File: config.mk
export PLATFORM = sky130hd
export DESIGN_NAME = md_bus_glue
export DESIGN_NICKNAME = d
export VERILOG_FILES = /design/src/design/md_glue_pkg.sv /design/src/design/m68k_bus_merge.sv /design/src/design/z80_bus_merge.sv /design/src/design/cart_port.sv /design/src/design/work_ram_port.sv /design/src/design/audio_mixer.sv /design/src/design/md_bus_glue.sv
export VERILOG_INCLUDE_DIRS = /design/src /design/src/design
export SDC_FILE = /design/constraint.sdc
export NUM_CORES = 1
export LEC_CHECK = 0
export ABC_CLOCK_PERIOD_IN_PS = 3100
export BUFFER_PORTS_ARGS = -buffer_cell sky130_fd_sc_hd__buf_2
export CORE_AREA = 3 3 224 226
export CTS_CLUSTER_DIAMETER = 50
export DETAILED_ROUTE_END_ITERATION = 16
export DIE_AREA = 0 0 227 229
export PLACE_DENSITY_LB_ADDON = 0.2
export SKIP_LAST_GASP = 1
export SLEW_MARGIN = 5
export SYNTH_ARGS = -nofsm -noshare
export SYNTH_HDL_FRONTEND = slang
export SYNTH_SLANG_ARGS = --single-unit
File: constraint.sdc
create_clock -name MCLK2_i -period 3.1 [get_ports MCLK2_i]
set_input_delay 0.62 -clock MCLK2_i [delete_from_list [all_inputs] [get_ports MCLK2_i]]
set_output_delay 0.62 -clock MCLK2_i [all_outputs]
set_load 0.02 [all_outputs]
File: src/design/md_glue_params.svh
`ifndef MD_GLUE_PARAMS_SVH
`define MD_GLUE_PARAMS_SVH

// 68000 side bus widths
`define MD_VA_W 23
`define MD_VD_W 16

// Z80 side bus widths
`define MD_ZA_W 16
`define MD_ZD_W 8

// work RAM address widths
`define MD_WRAM_AW 15
`define MD_ZRAM_AW 13

// audio sample widths
`define MD_FM_W 9
`define MD_FM2612_W 10
`define MD_PSG_W 16
`define MD_MIX2612_W 18

// midpoint of the unsigned linear FM sample
`define MD_FM_BIAS 256

`endif

File: src/design/md_glue_pkg.sv
`default_nettype none
`include "md_glue_params.svh"

package md_glue_pkg;

	// one data driver, byte lane enables and data
	typedef struct packed {
		logic en_u;
		logic en_l;
		logic [`MD_VD_W-1:0] data;
	} vd_drv_t;

	// one address driver, per bit enable mask
	typedef struct packed {
		logic [`MD_VA_W-1:0] en;
		logic [`MD_VA_W-1:0] addr;
	} va_drv_t;

	// one 68000 side master
	typedef struct packed {
		vd_drv_t vd;
		va_drv_t va;
		logic s_en;
		logic as;
		logic uds;
		logic lds;
		logic rw_en;
		logic rw;
	} m68k_drv_t;

	// pull down requests, already wired over all pullers
	typedef struct packed {
		logic dtack;
		logic bgack;
		logic br;
		logic ipl1;
		logic ipl2;
		logic reset;
		logic halt;
	} ctrl_pull_t;

	typedef struct packed {
		logic [`MD_VD_W-1:0] vd;
		logic [`MD_VA_W-1:0] va;
		logic as;
		logic uds;
		logic lds;
		logic rw;
	} m68k_bus_t;

	// 68000 control inputs, all active low
	typedef struct packed {
		logic dtack;
		logic bgack;
		logic br;
		logic [2:0] ipl;
		logic reset;
		logic halt;
	} cpu_ctrl_t;

	// one Z80 side master
	typedef struct packed {
		logic zd_en;
		logic [`MD_ZD_W-1:0] zd;
		logic za_en;
		logic [`MD_ZA_W-1:0] za;
		logic rd_en;
		logic rd;
		logic wr_en;
		logic wr;
		logic mreq_en;
		logic mreq;
	} z80_drv_t;

	typedef struct packed {
		logic [`MD_ZD_W-1:0] zd;
		logic [`MD_ZA_W-1:0] za;
		logic zrd;
		logic zwr;
		logic mreq;
	} z80_bus_t;

	// active low strobes from the system chip
	typedef struct packed {
		logic eoe;
		logic noe;
		logic ras0;
		logic uwr;
		logic lwr;
		logic zram;
		logic ce0;
		logic cas0;
		logic cas2;
		logic time_n;
		logic ia14;
	} board_strobe_t;

	typedef struct packed {
		logic [`MD_WRAM_AW-1:0] addr;
		logic [1:0] be;
		logic [`MD_VD_W-1:0] wdata;
		logic wren;
	} wram_req_t;

	typedef struct packed {
		logic [`MD_ZRAM_AW-1:0] addr;
		logic [`MD_ZD_W-1:0] wdata;
		logic wren;
	} zram_req_t;

	typedef struct packed {
		logic m3;
		logic m3_pause;
		logic data_en;
		logic [`MD_VD_W-1:0] data;
	} cart_in_t;

	// slot pins, active high as driven
	typedef struct packed {
		logic [`MD_VA_W-1:0] addr;
		logic cs;
		logic oe;
		logic lwr;
		logic uwr;
		logic time_sel;
		logic cas2;
		logic dma;
		logic [`MD_VD_W-1:0] wdata;
	} cart_out_t;

	typedef struct packed {
		logic [`MD_FM_W-1:0] mol;
		logic [`MD_FM_W-1:0] mor;
		logic [`MD_FM2612_W-1:0] mol_2612;
		logic [`MD_FM2612_W-1:0] mor_2612;
		logic [`MD_PSG_W-1:0] psg;
	} fm_in_t;

	typedef struct packed {
		logic [`MD_PSG_W-1:0] a_l;
		logic [`MD_PSG_W-1:0] a_r;
		logic [`MD_MIX2612_W-1:0] a_l_2612;
		logic [`MD_MIX2612_W-1:0] a_r_2612;
	} audio_mix_t;

endpackage

`default_nettype wire

File: src/design/m68k_bus_merge.sv
`timescale 1ns/1ps
`default_nettype none
`include "md_glue_params.svh"

module m68k_bus_merge
(
	input  wire                        MCLK2_i,
	input  wire                        arst_n_i,
	input  wire md_glue_pkg::m68k_drv_t  chip_drv_i,
	input  wire md_glue_pkg::m68k_drv_t  cpu_drv_i,
	input  wire md_glue_pkg::m68k_drv_t  cart_drv_i,
	input  wire md_glue_pkg::vd_drv_t    ram_drv_i,
	input  wire md_glue_pkg::ctrl_pull_t pull_i,
	input  wire                        ext_dtack_i,
	input  wire                        ext_vres_i,
	output md_glue_pkg::m68k_bus_t     bus_o,
	output md_glue_pkg::cpu_ctrl_t     ctrl_o
);

	// expand the two byte lane enables to a per bit mask
	function automatic logic [`MD_VD_W-1:0] lane_mask(input md_glue_pkg::vd_drv_t d);
		lane_mask = {{(`MD_VD_W/2){d.en_u}}, {(`MD_VD_W/2){d.en_l}}};
	endfunction

	logic [`MD_VD_W-1:0] vd_en;
	logic [`MD_VD_W-1:0] vd_val;
	logic [`MD_VA_W-1:0] va_en;
	logic [`MD_VA_W-1:0] va_val;
	logic [1:0] s_en;
	logic [1:0] rw_en;
	md_glue_pkg::m68k_bus_t bus_d;
	md_glue_pkg::m68k_bus_t bus_q;
	logic dtack_q;
	logic bgack_q;
	logic br_q;

	assign vd_en = lane_mask(chip_drv_i.vd) | lane_mask(cpu_drv_i.vd) |
		lane_mask(cart_drv_i.vd) | lane_mask(ram_drv_i);

	assign vd_val = (lane_mask(chip_drv_i.vd) & chip_drv_i.vd.data) |
		(lane_mask(cpu_drv_i.vd) & cpu_drv_i.vd.data) |
		(lane_mask(cart_drv_i.vd) & cart_drv_i.vd.data) |
		(lane_mask(ram_drv_i) & ram_drv_i.data);

	// the cart only forces the Mark-III bank bits
	assign va_en = chip_drv_i.va.en | cpu_drv_i.va.en | cart_drv_i.va.en;

	assign va_val = (chip_drv_i.va.en & chip_drv_i.va.addr) |
		(cpu_drv_i.va.en & cpu_drv_i.va.addr) |
		(cart_drv_i.va.en & cart_drv_i.va.addr);

	assign s_en = {chip_drv_i.s_en, cpu_drv_i.s_en};
	assign rw_en = {chip_drv_i.rw_en, cpu_drv_i.rw_en};

	always_comb
	begin
		// undriven bits keep their last value
		bus_d.vd = vd_val | (~vd_en & bus_q.vd);
		bus_d.va = va_val | (~va_en & bus_q.va);
		// undriven strobes float high
		bus_d.as = (|s_en) ? |(s_en & {chip_drv_i.as, cpu_drv_i.as}) : 1'b1;
		bus_d.uds = (|s_en) ? |(s_en & {chip_drv_i.uds, cpu_drv_i.uds}) : 1'b1;
		bus_d.lds = (|s_en) ? |(s_en & {chip_drv_i.lds, cpu_drv_i.lds}) : 1'b1;
		bus_d.rw = (|rw_en) ? |(rw_en & {chip_drv_i.rw, cpu_drv_i.rw}) : 1'b1;
	end

	always_ff @(posedge MCLK2_i or negedge arst_n_i)
	begin
		if (!arst_n_i)
		begin
			bus_q.vd <= '0;
			bus_q.va <= '0;
			bus_q.as <= 1'b1;
			bus_q.uds <= 1'b1;
			bus_q.lds <= 1'b1;
			bus_q.rw <= 1'b1;
			dtack_q <= 1'b1;
			bgack_q <= 1'b1;
			br_q <= 1'b1;
		end
		else
		begin
			bus_q <= bus_d;
			dtack_q <= ~(pull_i.dtack | ext_dtack_i);
			bgack_q <= ~pull_i.bgack;
			br_q <= ~pull_i.br;
		end
	end

	assign bus_o = bus_q;

	always_comb
	begin
		ctrl_o.dtack = dtack_q;
		ctrl_o.bgack = bgack_q;
		ctrl_o.br = br_q;
		// level 1 interrupt input is never pulled on this board
		ctrl_o.ipl = {~pull_i.ipl2, ~pull_i.ipl1, 1'b1};
		ctrl_o.reset = ~(pull_i.reset | ext_vres_i);
		ctrl_o.halt = ~pull_i.halt;
	end

endmodule

`default_nettype wire

File: src/design/z80_bus_merge.sv
`timescale 1ns/1ps
`default_nettype none
`include "md_glue_params.svh"

module z80_bus_merge
(
	input  wire                      MCLK2_i,
	input  wire                      arst_n_i,
	input  wire md_glue_pkg::z80_drv_t chip_zdrv_i,
	input  wire md_glue_pkg::z80_drv_t cpu_zdrv_i,
	input  wire md_glue_pkg::z80_drv_t ram_zdrv_i,
	output md_glue_pkg::z80_bus_t    zbus_o
);

	logic [2:0] zd_en;
	logic [`MD_ZD_W-1:0] zd_val;
	logic [1:0] za_en;
	logic [`MD_ZA_W-1:0] za_val;
	md_glue_pkg::z80_bus_t zbus_d;
	md_glue_pkg::z80_bus_t zbus_q;

	assign zd_en = {chip_zdrv_i.zd_en, cpu_zdrv_i.zd_en, ram_zdrv_i.zd_en};

	assign zd_val = ({`MD_ZD_W{chip_zdrv_i.zd_en}} & chip_zdrv_i.zd) |
		({`MD_ZD_W{cpu_zdrv_i.zd_en}} & cpu_zdrv_i.zd) |
		({`MD_ZD_W{ram_zdrv_i.zd_en}} & ram_zdrv_i.zd);

	// only the two masters put out addresses
	assign za_en = {chip_zdrv_i.za_en, cpu_zdrv_i.za_en};

	assign za_val = ({`MD_ZA_W{chip_zdrv_i.za_en}} & chip_zdrv_i.za) |
		({`MD_ZA_W{cpu_zdrv_i.za_en}} & cpu_zdrv_i.za);

	always_comb
	begin
		// an idle data bus is pulled up
		zbus_d.zd = (|zd_en) ? zd_val : {`MD_ZD_W{1'b1}};
		zbus_d.za = (|za_en) ? za_val : zbus_q.za;
		zbus_d.zrd = (chip_zdrv_i.rd_en | cpu_zdrv_i.rd_en) ?
			((chip_zdrv_i.rd_en & chip_zdrv_i.rd) | (cpu_zdrv_i.rd_en & cpu_zdrv_i.rd)) : 1'b1;
		zbus_d.zwr = (chip_zdrv_i.wr_en | cpu_zdrv_i.wr_en) ?
			((chip_zdrv_i.wr_en & chip_zdrv_i.wr) | (cpu_zdrv_i.wr_en & cpu_zdrv_i.wr)) : 1'b1;
		zbus_d.mreq = (chip_zdrv_i.mreq_en | cpu_zdrv_i.mreq_en) ?
			((chip_zdrv_i.mreq_en & chip_zdrv_i.mreq) |
			(cpu_zdrv_i.mreq_en & cpu_zdrv_i.mreq)) : 1'b1;
	end

	always_ff @(posedge MCLK2_i or negedge arst_n_i)
	begin
		if (!arst_n_i)
		begin
			zbus_q.zd <= {`MD_ZD_W{1'b1}};
			zbus_q.za <= '0;
			zbus_q.zrd <= 1'b1;
			zbus_q.zwr <= 1'b1;
			zbus_q.mreq <= 1'b1;
		end
		else
		begin
			zbus_q <= zbus_d;
		end
	end

	assign zbus_o = zbus_q;

endmodule

`default_nettype wire

File: src/design/cart_port.sv
`timescale 1ns/1ps
`default_nettype none
`include "md_glue_params.svh"

module cart_port
(
	input  wire                           MCLK2_i,
	input  wire                           arst_n_i,
	input  wire md_glue_pkg::cart_in_t      cart_i,
	input  wire md_glue_pkg::board_strobe_t strobe_i,
	input  wire md_glue_pkg::m68k_bus_t     bus_i,
	input  wire md_glue_pkg::cpu_ctrl_t     ctrl_i,
	output md_glue_pkg::m68k_drv_t        cart_drv_o,
	output md_glue_pkg::cart_out_t        cart_o
);

	logic m3_q;

	// Mark-III mode pin comes from the slot asynchronously
	always_ff @(posedge MCLK2_i or negedge arst_n_i)
	begin
		if (!arst_n_i)
		begin
			m3_q <= 1'b0;
		end
		else
		begin
			m3_q <= cart_i.m3;
		end
	end

	always_comb
	begin
		// upper lane only in Mark-III mode
		cart_drv_o.vd.en_u = m3_q & cart_i.data_en;
		cart_drv_o.vd.en_l = cart_i.data_en;
		cart_drv_o.vd.data = cart_i.data;
		// bank bits 22:20 forced while in Mark-III mode
		cart_drv_o.va.en = {{3{m3_q}}, {(`MD_VA_W-3){1'b0}}};
		cart_drv_o.va.addr = {~cart_i.m3_pause, 1'b0, 1'b1, {(`MD_VA_W-3){1'b0}}};
		// no strobes from the slot
		cart_drv_o.s_en = 1'b0;
		cart_drv_o.as = 1'b0;
		cart_drv_o.uds = 1'b0;
		cart_drv_o.lds = 1'b0;
		cart_drv_o.rw_en = 1'b0;
		cart_drv_o.rw = 1'b0;
	end

	always_comb
	begin
		cart_o.addr = bus_i.va;
		cart_o.cs = ~strobe_i.ce0;
		cart_o.oe = ~strobe_i.cas0;
		cart_o.lwr = ~strobe_i.lwr;
		cart_o.uwr = ~strobe_i.uwr;
		cart_o.time_sel = ~strobe_i.time_n;
		cart_o.cas2 = ~strobe_i.cas2;
		// bus grant ack doubles as the slot dma line
		cart_o.dma = ~ctrl_i.bgack;
		cart_o.wdata = bus_i.vd;
	end

endmodule

`default_nettype wire

File: src/design/work_ram_port.sv
`timescale 1ns/1ps
`default_nettype none
`include "md_glue_params.svh"

module work_ram_port
(
	input  wire md_glue_pkg::board_strobe_t strobe_i,
	input  wire md_glue_pkg::m68k_bus_t     bus_i,
	input  wire md_glue_pkg::z80_bus_t      zbus_i,
	input  wire [`MD_VD_W-1:0]            ram_68k_q_i,
	input  wire [`MD_ZD_W-1:0]            ram_z80_q_i,
	output md_glue_pkg::wram_req_t        wram_o,
	output md_glue_pkg::zram_req_t        zram_o,
	output md_glue_pkg::vd_drv_t          ram_drv_o,
	output md_glue_pkg::z80_drv_t         ram_zdrv_o
);

	always_comb
	begin
		// bit 13 of the RAM address comes from the chip, not VA
		wram_o.addr = {bus_i.va[14], strobe_i.ia14, bus_i.va[12:0]};
		wram_o.be = {~strobe_i.uwr, ~strobe_i.lwr};
		wram_o.wdata = bus_i.vd;
		wram_o.wren = (~strobe_i.uwr | ~strobe_i.lwr) & ~strobe_i.ras0;

		zram_o.addr = zbus_i.za[`MD_ZRAM_AW-1:0];
		zram_o.wdata = zbus_i.zd;
		zram_o.wren = ~strobe_i.zram & ~zbus_i.zwr;
	end

	always_comb
	begin
		// each lane has its own output enable
		ram_drv_o.en_u = ~strobe_i.eoe & ~strobe_i.ras0;
		ram_drv_o.en_l = ~strobe_i.noe & ~strobe_i.ras0;
		ram_drv_o.data = ram_68k_q_i;

		ram_zdrv_o = '0;
		ram_zdrv_o.zd_en = ~strobe_i.zram & ~zbus_i.zrd;
		ram_zdrv_o.zd = ram_z80_q_i;
	end

endmodule

`default_nettype wire

File: src/design/audio_mixer.sv
`timescale 1ns/1ps
`default_nettype none
`include "md_glue_params.svh"

module audio_mixer
(
	input  wire                    MCLK2_i,
	input  wire                    arst_n_i,
	input  wire md_glue_pkg::fm_in_t fm_i,
	output md_glue_pkg::audio_mix_t audio_o
);

	localparam logic [`MD_FM_W-1:0] fm_bias = `MD_FM_BIAS;

	logic [`MD_FM_W-1:0] mol_s;
	logic [`MD_FM_W-1:0] mor_s;
	md_glue_pkg::audio_mix_t mix_d;

	// unsigned biased sample to two's complement
	assign mol_s = fm_i.mol - fm_bias;
	assign mor_s = fm_i.mor - fm_bias;

	always_comb
	begin
		// linear path, sample times 64 plus psg
		mix_d.a_l = {mol_s[`MD_FM_W-1], mol_s, 6'h0} + fm_i.psg;
		mix_d.a_r = {mor_s[`MD_FM_W-1], mor_s, 6'h0} + fm_i.psg;

		// dac path, 192 = 128 + 64
		mix_d.a_l_2612 = {fm_i.mol_2612[`MD_FM2612_W-1], fm_i.mol_2612, 7'h0} +
			{{2{fm_i.mol_2612[`MD_FM2612_W-1]}}, fm_i.mol_2612, 6'h0} +
			{2'h0, fm_i.psg};
		mix_d.a_r_2612 = {fm_i.mor_2612[`MD_FM2612_W-1], fm_i.mor_2612, 7'h0} +
			{{2{fm_i.mor_2612[`MD_FM2612_W-1]}}, fm_i.mor_2612, 6'h0} +
			{2'h0, fm_i.psg};
	end

	always_ff @(posedge MCLK2_i or negedge arst_n_i)
	begin
		if (!arst_n_i)
		begin
			audio_o <= '0;
		end
		else
		begin
			audio_o <= mix_d;
		end
	end

endmodule

`default_nettype wire

File: src/design/md_bus_glue.sv
`timescale 1ns/1ps
`default_nettype none
`include "md_glue_params.svh"

module md_bus_glue
(
	input  wire                           MCLK2_i,
	input  wire                           arst_n_i,
	input  wire md_glue_pkg::m68k_drv_t     chip_drv_i,
	input  wire md_glue_pkg::m68k_drv_t     cpu_drv_i,
	input  wire md_glue_pkg::ctrl_pull_t    pull_i,
	input  wire                           ext_dtack_i,
	input  wire                           ext_vres_i,
	input  wire md_glue_pkg::z80_drv_t      chip_zdrv_i,
	input  wire md_glue_pkg::z80_drv_t      cpu_zdrv_i,
	input  wire md_glue_pkg::board_strobe_t strobe_i,
	input  wire [`MD_VD_W-1:0]            ram_68k_q_i,
	input  wire [`MD_ZD_W-1:0]            ram_z80_q_i,
	input  wire md_glue_pkg::cart_in_t      cart_i,
	input  wire md_glue_pkg::fm_in_t        fm_i,
	output md_glue_pkg::m68k_bus_t        bus_o,
	output md_glue_pkg::cpu_ctrl_t        ctrl_o,
	output md_glue_pkg::z80_bus_t         zbus_o,
	output md_glue_pkg::wram_req_t        wram_o,
	output md_glue_pkg::zram_req_t        zram_o,
	output md_glue_pkg::cart_out_t        cart_o,
	output md_glue_pkg::audio_mix_t       audio_o
);

	md_glue_pkg::m68k_drv_t cart_drv;
	md_glue_pkg::vd_drv_t ram_drv;
	md_glue_pkg::z80_drv_t ram_zdrv;

	m68k_bus_merge u_m68k_merge
	(
		.MCLK2_i     (MCLK2_i),
		.arst_n_i    (arst_n_i),
		.chip_drv_i  (chip_drv_i),
		.cpu_drv_i   (cpu_drv_i),
		.cart_drv_i  (cart_drv),
		.ram_drv_i   (ram_drv),
		.pull_i      (pull_i),
		.ext_dtack_i (ext_dtack_i),
		.ext_vres_i  (ext_vres_i),
		.bus_o       (bus_o),
		.ctrl_o      (ctrl_o)
	);

	z80_bus_merge u_z80_merge
	(
		.MCLK2_i     (MCLK2_i),
		.arst_n_i    (arst_n_i),
		.chip_zdrv_i (chip_zdrv_i),
		.cpu_zdrv_i  (cpu_zdrv_i),
		.ram_zdrv_i  (ram_zdrv),
		.zbus_o      (zbus_o)
	);

	cart_port u_cart
	(
		.MCLK2_i    (MCLK2_i),
		.arst_n_i   (arst_n_i),
		.cart_i     (cart_i),
		.strobe_i   (strobe_i),
		.bus_i      (bus_o),
		.ctrl_i     (ctrl_o),
		.cart_drv_o (cart_drv),
		.cart_o     (cart_o)
	);

	work_ram_port u_ram
	(
		.strobe_i    (strobe_i),
		.bus_i       (bus_o),
		.zbus_i      (zbus_o),
		.ram_68k_q_i (ram_68k_q_i),
		.ram_z80_q_i (ram_z80_q_i),
		.wram_o      (wram_o),
		.zram_o      (zram_o),
		.ram_drv_o   (ram_drv),
		.ram_zdrv_o  (ram_zdrv)
	);

	audio_mixer u_audio
	(
		.MCLK2_i  (MCLK2_i),
		.arst_n_i (arst_n_i),
		.fm_i     (fm_i),
		.audio_o  (audio_o)
	);

endmodule

`default_nettype wire

======== Word level (Yosys, flattened, before mapping) ========
Index checks and enable logic that the tools add are counted.
storage, ports and cells
  register bits ........................... 142
  latch bits .............................. 0
  memory bits (writable) .................. 0
  memory bits (read-only) ................. 0
  output and inout bits ................... 248
  word-level logic and storage cells ...... 120
  memories kept ........................... 0
cells by class
  add/subtract/negate cells ............... 8
  $mul .................................... 0
  div/mod/pow operators ................... 0
  order comparisons ....................... 0
  equal/unequal tests ..................... 0
  shifts and indexed selects .............. 0
  multiplexer cells ....................... 8
  bitwise gates (word level) .............. 77
  reduce and logical (&&, ||, !) cells .... 8
operators with widths
  kind                                       count
  16-bit bitwise OR                          8
  23-bit bitwise OR                          5
  16-bit bitwise AND                         7
  23-bit bitwise AND                         4
  17-bit by 16-bit adder with 18-bit output  2
  18-bit by 16-bit adder with 18-bit output  2
  16-bit adder                               2
  8-bit bitwise AND                          3
  23-bit inverter                            1
  1-bit inverter                             21
  9-bit subtractor (second input constant)   2
  16-bit inverter                            1
  8-bit bitwise OR                           2
  2-bit OR reduction                         7
  1-bit bitwise AND                          12
  1-bit bitwise OR                           9
  2-bit bitwise AND                          4
  8-bit two-way mux                          1
  1-bit two-way mux                          7
  3-bit OR reduction                         1

======== Depth between registers and ports, before layout ========
Gate-level depths: netlist of run 1.
  word-level depth ........................ 6
  gate-level depth with buffers ........... 11
  depth with buffers taken out ............ 11

======== Modules after synthesis ========
A second synthesis of run 1 with hierarchy kept.
second synthesis, totals
  cells, all modules ...................... 844
  area total of the unflattened synthesis .. 8647.0 µm²
by module, submodules not included
  module          instances  cells each  area each (µm²)
  audio_mixer     1          291         3333.2
  m68k_bus_merge  1          235         2484.9
  z80_bus_merge   1          92          1178.6
  cart_port       1          119         872.1
  work_ram_port   1          107         778.2

======== Worst setup path before layout of run 1 ========
No wires, ideal clock.
  kind .................................... input to register
  from .................................... input fm_i[7] in the netlist's numbering
  to ...................................... register, netlist name u_audio.audio_o[17]
  arrival time ............................ 2470 ps
  data required time ...................... 3021 ps
  slack ................................... 551 ps
  stages on the path ...................... 9
  path buffers ............................ 0
  path through ............................ fa_1 > ha_1 > inv_1 > fa_1 > nand2b_1 > a21oi_1 > o31ai_1 > a31oi_1 > xor2_1
RTL lines
  what                line               text
  start: declaration  md_bus_glue.sv:20  input wire md_glue_pkg::fm_in_t fm_i,

==> summary.md, run 1 <==
| Metric | Value |
|---|---|
| Switching share of power | `0.363` |
| Post_cts resized | `0` |
| Iter 0 DRT Violations | `416` |
| Setup slack at placement | `0.0886 ns` |
| Yosys reg bits | `124` |
| Crit Path Class | `primary input to flip-flop` |
| RSZ-0062 raised after global routing | `no` |
| Routed Antenna Nets | `0` |
| Syn Inst Count | `696` |
| Sequential share of the synthesized area | `0.425` |
| Drt first pass iters | `8` |
| Slew Viols, Final | `0` |
| IO buf count | `approximately 570` |
| Final cell count without fillers | `1800` |
| Status | `finished, final reports clean` |
| Area Overhead vs Synth | `45.9%` |
| Rows | `81` |
| Worst Tran Pin Value | `0.824 ns` |
| H-tree depth | `4` |
| Clk slew on worst S/H paths | `0.06 ns` |
| CTS tree | `done` |
| TNS Setup | `0 ns` |
| Area of the multi-input gates | `0.00318 mm²` |
| Tot GR Track Use | `0.118` |
| Post-route DRC | `0` |
| Clock buffer count from CTS | `17` |
| Worst R2R Setup Slack | `1.63 ns` |
| Postcts setup bufs | `0` |
| Number of synthesized flops with an enable pin | `0` |
| DPL Wire Length | `about 27000 µm` |
| Syn_area_per_cell | `10.6 µm²` |
| Ports | `approximately 570` |
| Final Hold Vio Count | `0` |
| Die Y | `between 200 and 250 µm` |
| Distinct cells, synth | `43` |
| Psw | `0.00221 W` |
| Register area | `~0.0031 mm²` |
| Largest area contributor in the netlist | `dfrtp_1` |
| Largest net degree at the start of global routing | `50` |
| Post-Place Cells | `1763` |
| Synth top area cells | `dfrtp_1 36%, buf_4 12%, ha_1 6.5%` |
| Die area | `~0.052 mm²` |
| Clock Latency Late Sink | `~0.45 ns` |
| CP Launch Type | `primary input` |
| Setup crit end kind | `flip-flop` |
| Nets@finish | `1543` |
| Sequential fraction of design power | `0.336` |
| Max-slew headroom | `0.446` |
| Post-synth ARST share | `1.00` |
| Initial antenna violation count | `9` |
| Max Fclk | `about 390 MHz` |
| Final Worst Setup Slack | `0.565 ns` |
| # Max-Cap Violations | `0` |
| CTS Buffer Depth | `2` |
| Max IR drop VDD | `around 0.33 mV` |
| Clock Skew | `between 0.003 and 0.004 ns` |
| Crit path max fanout | `5` |
| PwrDens | `567 mW/mm²` |
| Combinational power share | `0.332` |
| Synthesized area | `roughly 0.0074 mm²` |
| First-pass GRT wire length | `44500 µm` |
| Grt total ovfl | `0` |
| WL final | `around 32000 µm` |
| Leak | `5.38 nW` |
| Crit path DAT | `2.92 ns` |
| CP required | `3.48 ns` |
| # setup viols final | `0` |
| Worst Hold Class | `primary input to asynchronous set/reset pin` |
| Internal power | `approximately 0.0039 W` |
| Min cycle time layout | `2.54 ns` |
| Root Driver | `clkbuf_16` |
| Filler Cells Inserted | `5342` |
| Area share of the largest cell type after synthesis | `0.361` |
| WL met2 | `~16000 µm` |
| Routed met3 length | `2960 µm` |
| Clk network pwr share | `0.332` |
| Period utilisation layout | `0.818` |
| Vias/cell | `roughly 3.9` |
| Vias in the first global route | `~7200` |
| Placer's final routability congestion estimate | `0.792` |
| Die width | `around 230 µm` |
| Synth Warn # | `0` |
| Synthesized netlist net count | `approximately 1100` |
| Post-synth top flop | `dfrtp_1` |
| Starting Density | `0.151` |
| Top sig layer | `met5` |
| DR vias | `between 6000 and 7000` |
| Avg WL per Cell | `about 18 µm` |
| Share of layout cells above drive strength 1 | `0.538` |
| Hold Buf Count CTS | `0` |
| Wl on met1 | `11900 µm` |
| CORE AREA | `0.0485 mm²` |
| CTS sink count | `~120` |
cells in the final DEF, fill, tap and decap left out, types with 21 or more instances in the layout:
cell	netlist	layout
fa_1	22	22
ha_1	38	38
a222oi_1	24	24
xnor2_1	23	23
nand2_1	87	87
buf_2	1	566
a22oi_1	23	23
inv_1	35	35
a221o_1	21	21
a21oi_1	24	24
nand3_1	28	28
dfrtp_1	106	106
sequential cells by signal (all words and copies together) (netlist names):
signal,flops
u_audio.audio_o,50
u_cart.m3_q,1
u_m68k_merge.bgack_q,1
u_m68k_merge.br_q,1
u_m68k_merge.bus_o,43
u_m68k_merge.dtack_q,1
u_z80_merge.zbus_o,27
worst paths after layout:
| path | start | end | cells past startpoint |
|---|---|---|---|
| worst max-delay path | fm_i[7] | u_audio.audio_o[17]$_DFF_PN0_ | 11 |
| worst min-delay path | arst_n_i | u_audio.audio_o[21]$_DFF_PN0_ | 1 |
| worst max register to register | u_cart.m3_q$_DFF_PN0_ | u_m68k_merge.bus_o[36]$_DFF_PN0_ | 4 |
| worst min register to register | u_z80_merge.zbus_o[18]$_DFFE_PN0P_ | u_z80_merge.zbus_o[18]$_DFFE_PN0P_ | 2 |
| max in group asynchronous | arst_n_i | u_z80_merge.zbus_o[2]$_DFF_PN1_ | 2 |
| min in group MCLK2_i | fm_i[5] | u_audio.audio_o[23]$_DFF_PN0_ | 1 |
through the flow:
| stage | total power (W) | utilization | area, µm² | hold WS [ns] |
|---|---|---|---|---|
| finish | 0.00608 | 0.221 | 10700 | 0.0563 |
| floorplan | 0.00334 | - | 7350 | 0.324 |
| global placement | 0.00414 | 0.209 | 10100 | 0.459 |
| CTS | 0.00626 | 0.221 | 10700 | 0.00498 |
| detailed placement | 0.00413 | 0.209 | 10100 | 0.459 |
| global route | 0.00649 | 0.221 | 10700 | 0.0358 |
metal layers:
metal / track usage / vias up
met5: 0 / -
met4: 0.0357 / 10
met2: 0.212 / 299
met3: 0.0513 / 34
met1: 0.124 / 3326
li1: - / 3291
cells by family after synthesis:
family                     count (synthesis)  share of synthesized area
AOI/OAI and AO/OA                        138                      0.148
DFF                                      124                      0.425
and+or+nand+nor                          173                      0.116
adders and majority gates                 60                      0.125
other                                      1                   0.000510
buffers and inverters                    164                      0.143
xor gates and xnor gates                  36                     0.0429
cells in the mapped netlist (2+ instances only):
master / instances
buf_4: 115
dfrtp_1: 106
nand2_1: 87
ha_1: 38
inv_1: 35
nand3_1: 28
a21oi_1: 24
a222oi_1: 24
a22oi_1: 23
xnor2_1: 23
fa_1: 22
a221o_1: 21
nor3b_1: 20
dfstp_2: 18
o21ai_0: 14
nor2_1: 13
xor2_1: 13
clkbuf_1: 8
a21o_1: 7
o21bai_1: 6
buf_1: 5
and3_1: 4
nor3_1: 4
a31oi_1: 3
and2_1: 3
nand2b_1: 3
o211ai_1: 3
a2111oi_4: 2
a221oi_1: 2
and3_2: 2
and3_4: 2
nor4b_1: 2
o2111ai_1: 2
o21a_1: 2
o21ai_1: 2
o31ai_1: 2
or3_1: 2
critical path: stages:
cell and delay [ns]:
buf_2 0.13, buf_12 0.14, fa_1 0.54, ha_1 0.17
inv_1 0.05, fa_1 0.39, nand2b_1 0.18, a21oi_1 0.24
o31ai_1 0.11, a31oi_1 0.20, xor2_1 0.16
area by class of cell:
type                            count  share of cell area
Inverter                           35              0.0122
Tap cell                          622              0.0725
Timing Repair Buffer              574               0.272
Multi-Input combinational cell    408               0.297
Clock inverter                     11              0.0111
Sequential cell                   124               0.291
Antenna cell                        5             0.00117
Clock buffer                       21              0.0429
power groups by stage:
stage          combinational, W  sequential, W  clock [W]
6_report                0.00202        0.00204    0.00202
5_1_grt                 0.00221        0.00208    0.00220
4_1_cts                 0.00206        0.00205    0.00214
3_5_place_dp            0.00206        0.00207          0
3_3_place_gp            0.00206        0.00208          0
2_1_floorplan          0.000970        0.00237          0
Note: power is estimated with default switching activity, not from simulation.
==> inputs of run 2 (changes only) <==
Settings changed: ABC_CLOCK_PERIOD_IN_PS 3100 to 2360.
Clock period 3.1 ns to 2.36 ns, I/O delays scaled along.
==> summary.md, run 2 (same netlist as run 1, synthesis figures left out) <==
| Metric | Value |
|---|---|
| Status | `finished, final reports clean` |
| Leak | `5.61 nW (+4.3%)` |
| Initial antenna violation count | `8 (-1)` |
| DPL Wire Length | `27400 µm (+1.6%)` |
| Clock Latency Late Sink | `0.46 ns (about the same)` |
| Crit Path Class | `primary input to flip-flop` |
| Area of the multi-input gates | `0.00321 mm² (+0.90%)` |
| CP Launch Type | `primary input` |
| PwrDens | `746 mW/mm² (+32%)` |
| Clock Skew | `0.00396 ns (+0.000181 ns)` |
| Crit path max fanout | `2 (-3)` |
| Tot GR Track Use | `0.121 (+0.00305)` |
| Placer's final routability congestion estimate | `0.797 (+0.57%)` |
| Most frequent cells in the layout | `566 x buf_2, 106 x dfrtp_1, 87 x nand2_1` |
| Clock buffer count from CTS | `17 (unchanged)` |
| Largest net degree at the start of global routing | `53 (+6.0%)` |
| Final Hold Vio Count | `0 (unchanged)` |
| CP required | `2.74 ns (-0.74 ns)` |
| Routed Antenna Nets | `0 (unchanged)` |
| Ports | `571 (unchanged)` |
| Slew Viols, Final | `0 (unchanged)` |
| CTS Buffer Depth | `2 (unchanged)` |
| Register area | `0.00313 mm² (unchanged)` |
| Root Driver | `clkbuf_16` |
| CTS sink count | `124 (unchanged)` |
| Share of layout cells above drive strength 1 | `0.559 (+0.0214)` |
| Final cell count without fillers | `1840 (+2.2%)` |
| Min cycle time layout | `2.26 ns` |
| Nets@finish | `1584 (+2.7%)` |
| Filler Cells Inserted | `5353 (+0.21%)` |
| Worst Hold Class | `primary input to flip-flop` |
| Avg WL per Cell | `17.6 µm (-0.49%)` |
| Drt first pass iters | `10 (+2)` |
| Worst Tran Pin Value | `0.713 ns (-0.110 ns)` |
| Vias/cell | `3.84 (-0.75%)` |
| Crit path DAT | `2.64 ns (-0.28 ns)` |
| Max Fclk | `442 MHz` |
| Die Y | `229 µm (unchanged)` |
| Grt total ovfl | `0 (unchanged)` |
| H-tree depth | `4 (unchanged)` |
| Iter 0 DRT Violations | `356 (-14%)` |
| Die width | `227 µm (unchanged)` |
| RSZ-0062 raised after global routing | `yes` |
| Max IR drop VDD | `0.482 mV (+48%)` |
| Period utilisation layout | `0.958` |
| Final Worst Setup Slack | `0.0984 ns (-0.466 ns)` |
| Area Overhead vs Synth | `51.0%` |
| Reg with most FFs | `u_audio.audio_o` |
| Commonest non-fill, non-tap cell in the layout | `buf_2` |
| Largest register FFs | `50 (unchanged)` |
| IO buf count | `567 (unchanged)` |
| CTS tree | `done` |
| WL final | `32400 µm (+1.7%)` |
| Clk slew on worst S/H paths | `0.06 ns (about the same)` |
| Post-Place Cells | `1803 (+2.3%)` |
| Max-slew headroom | `0.523 (+0.0764)` |
| Setup slack at placement | `-0.423 ns (-0.511 ns)` |
| Vias in the first global route | `7442 (+4.0%)` |
| CORE AREA | `0.0485 mm² (unchanged)` |
| First-pass GRT wire length | `45800 µm (+2.9%)` |
| # Max-Cap Violations | `0 (unchanged)` |
| Starting Density | `0.151 (unchanged)` |
| Die area | `0.0520 mm² (unchanged)` |
| DR vias | `7061 (+1.5%)` |
| # setup viols final | `0 (unchanged)` |
| Setup crit end kind | `flip-flop` |
| Post-route DRC | `0 (unchanged)` |
| Rows | `81 (unchanged)` |
## run 2: layer usage
layer,track usage,vias to the layer above,part of all wire
met4,0.0404,6,0.022
met1,0.132,3338,0.38
met2,0.213,306,0.51
met5,0,-,0.0012
li1,-,3374,-
met3,0.0491,37,0.088
## run 2: path summary, 6_finish.rpt
kind | to | depth (start not counted) | from | slack, ns
setup / recovery | u_audio.audio_o[17]$_DFF_PN0_ | 11 | fm_i[7] | 0.1
hold / removal | u_audio.audio_o[22]$_DFF_PN0_ | 1 | fm_i[4] | 0.11
setup reg to reg | u_z80_merge.zbus_o[19]$_DFF_PN1_ | 3 | u_z80_merge.zbus_o[2]$_DFF_PN1_ | 1.07
hold reg to reg | u_z80_merge.zbus_o[18]$_DFFE_PN0P_ | 2 | u_z80_merge.zbus_o[18]$_DFFE_PN0P_ | 0.47
max in group asynchronous | u_m68k_merge.bus_o[3]$_DFF_PN1_ | 3 | arst_n_i | 1.12
min in group asynchronous | u_audio.audio_o[22]$_DFF_PN0_ | 2 | arst_n_i | 0.53
## run 2: what timing repair did
action / 4_1_cts / 5_1_grt
endpoints found under the setup margin: 0 / 3
buffers inserted: 0 / 0
hold endpoints to repair: 37 / 0
gates resized for setup: 0 / 5
hold buffers: 1 / 0
## run 2: metrics by stage
step	util	TNS [ns]	instance area [µm²]	hold WS (ns)	total power, W
2_1_floorplan	-	0	7370	0.176	0.00440
5_1_grt	0.229	-0.0125	11100	0.0641	0.00884
4_1_cts	0.228	0	11100	0.0450	0.00852
6_report	0.229	0	11100	0.110	0.00829
3_3_place_gp	0.215	-3.23	10500	0.461	0.00558
3_5_place_dp	0.215	-3.60	10500	0.461	0.00557
## run 2: layout make-up
class                      count  area share
timing repair buffer         615       0.291
sequential                   124       0.281
inverter                      35      0.0118
clock inverter                13      0.0148
multi-input combinational    408       0.289
antenna                        4    0.000901
tap                          622      0.0701
clock buffer                  19      0.0408
## run 2: worst max-delay path: stages
cell and delay (ns):
buf_2 0.13, buf_4 0.15, fa_1 0.54, ha_2 0.18, inv_1 0.05, fa_2 0.33, nand2b_4 0.16, a21oi_4 0.17
o31ai_1 0.09, a31oi_1 0.20, xor2_1 0.15
## run 2: power by group
part	internal [W]	total, W	switching, W	leakage, nW
Clock	0.00172	0.00280	0.00109	0.300
Combinational	0.00111	0.00279	0.00168	3.90
Sequential	0.00249	0.00270	0.000206	1.41
Total	0.00532	0.00829	0.00297	5.61
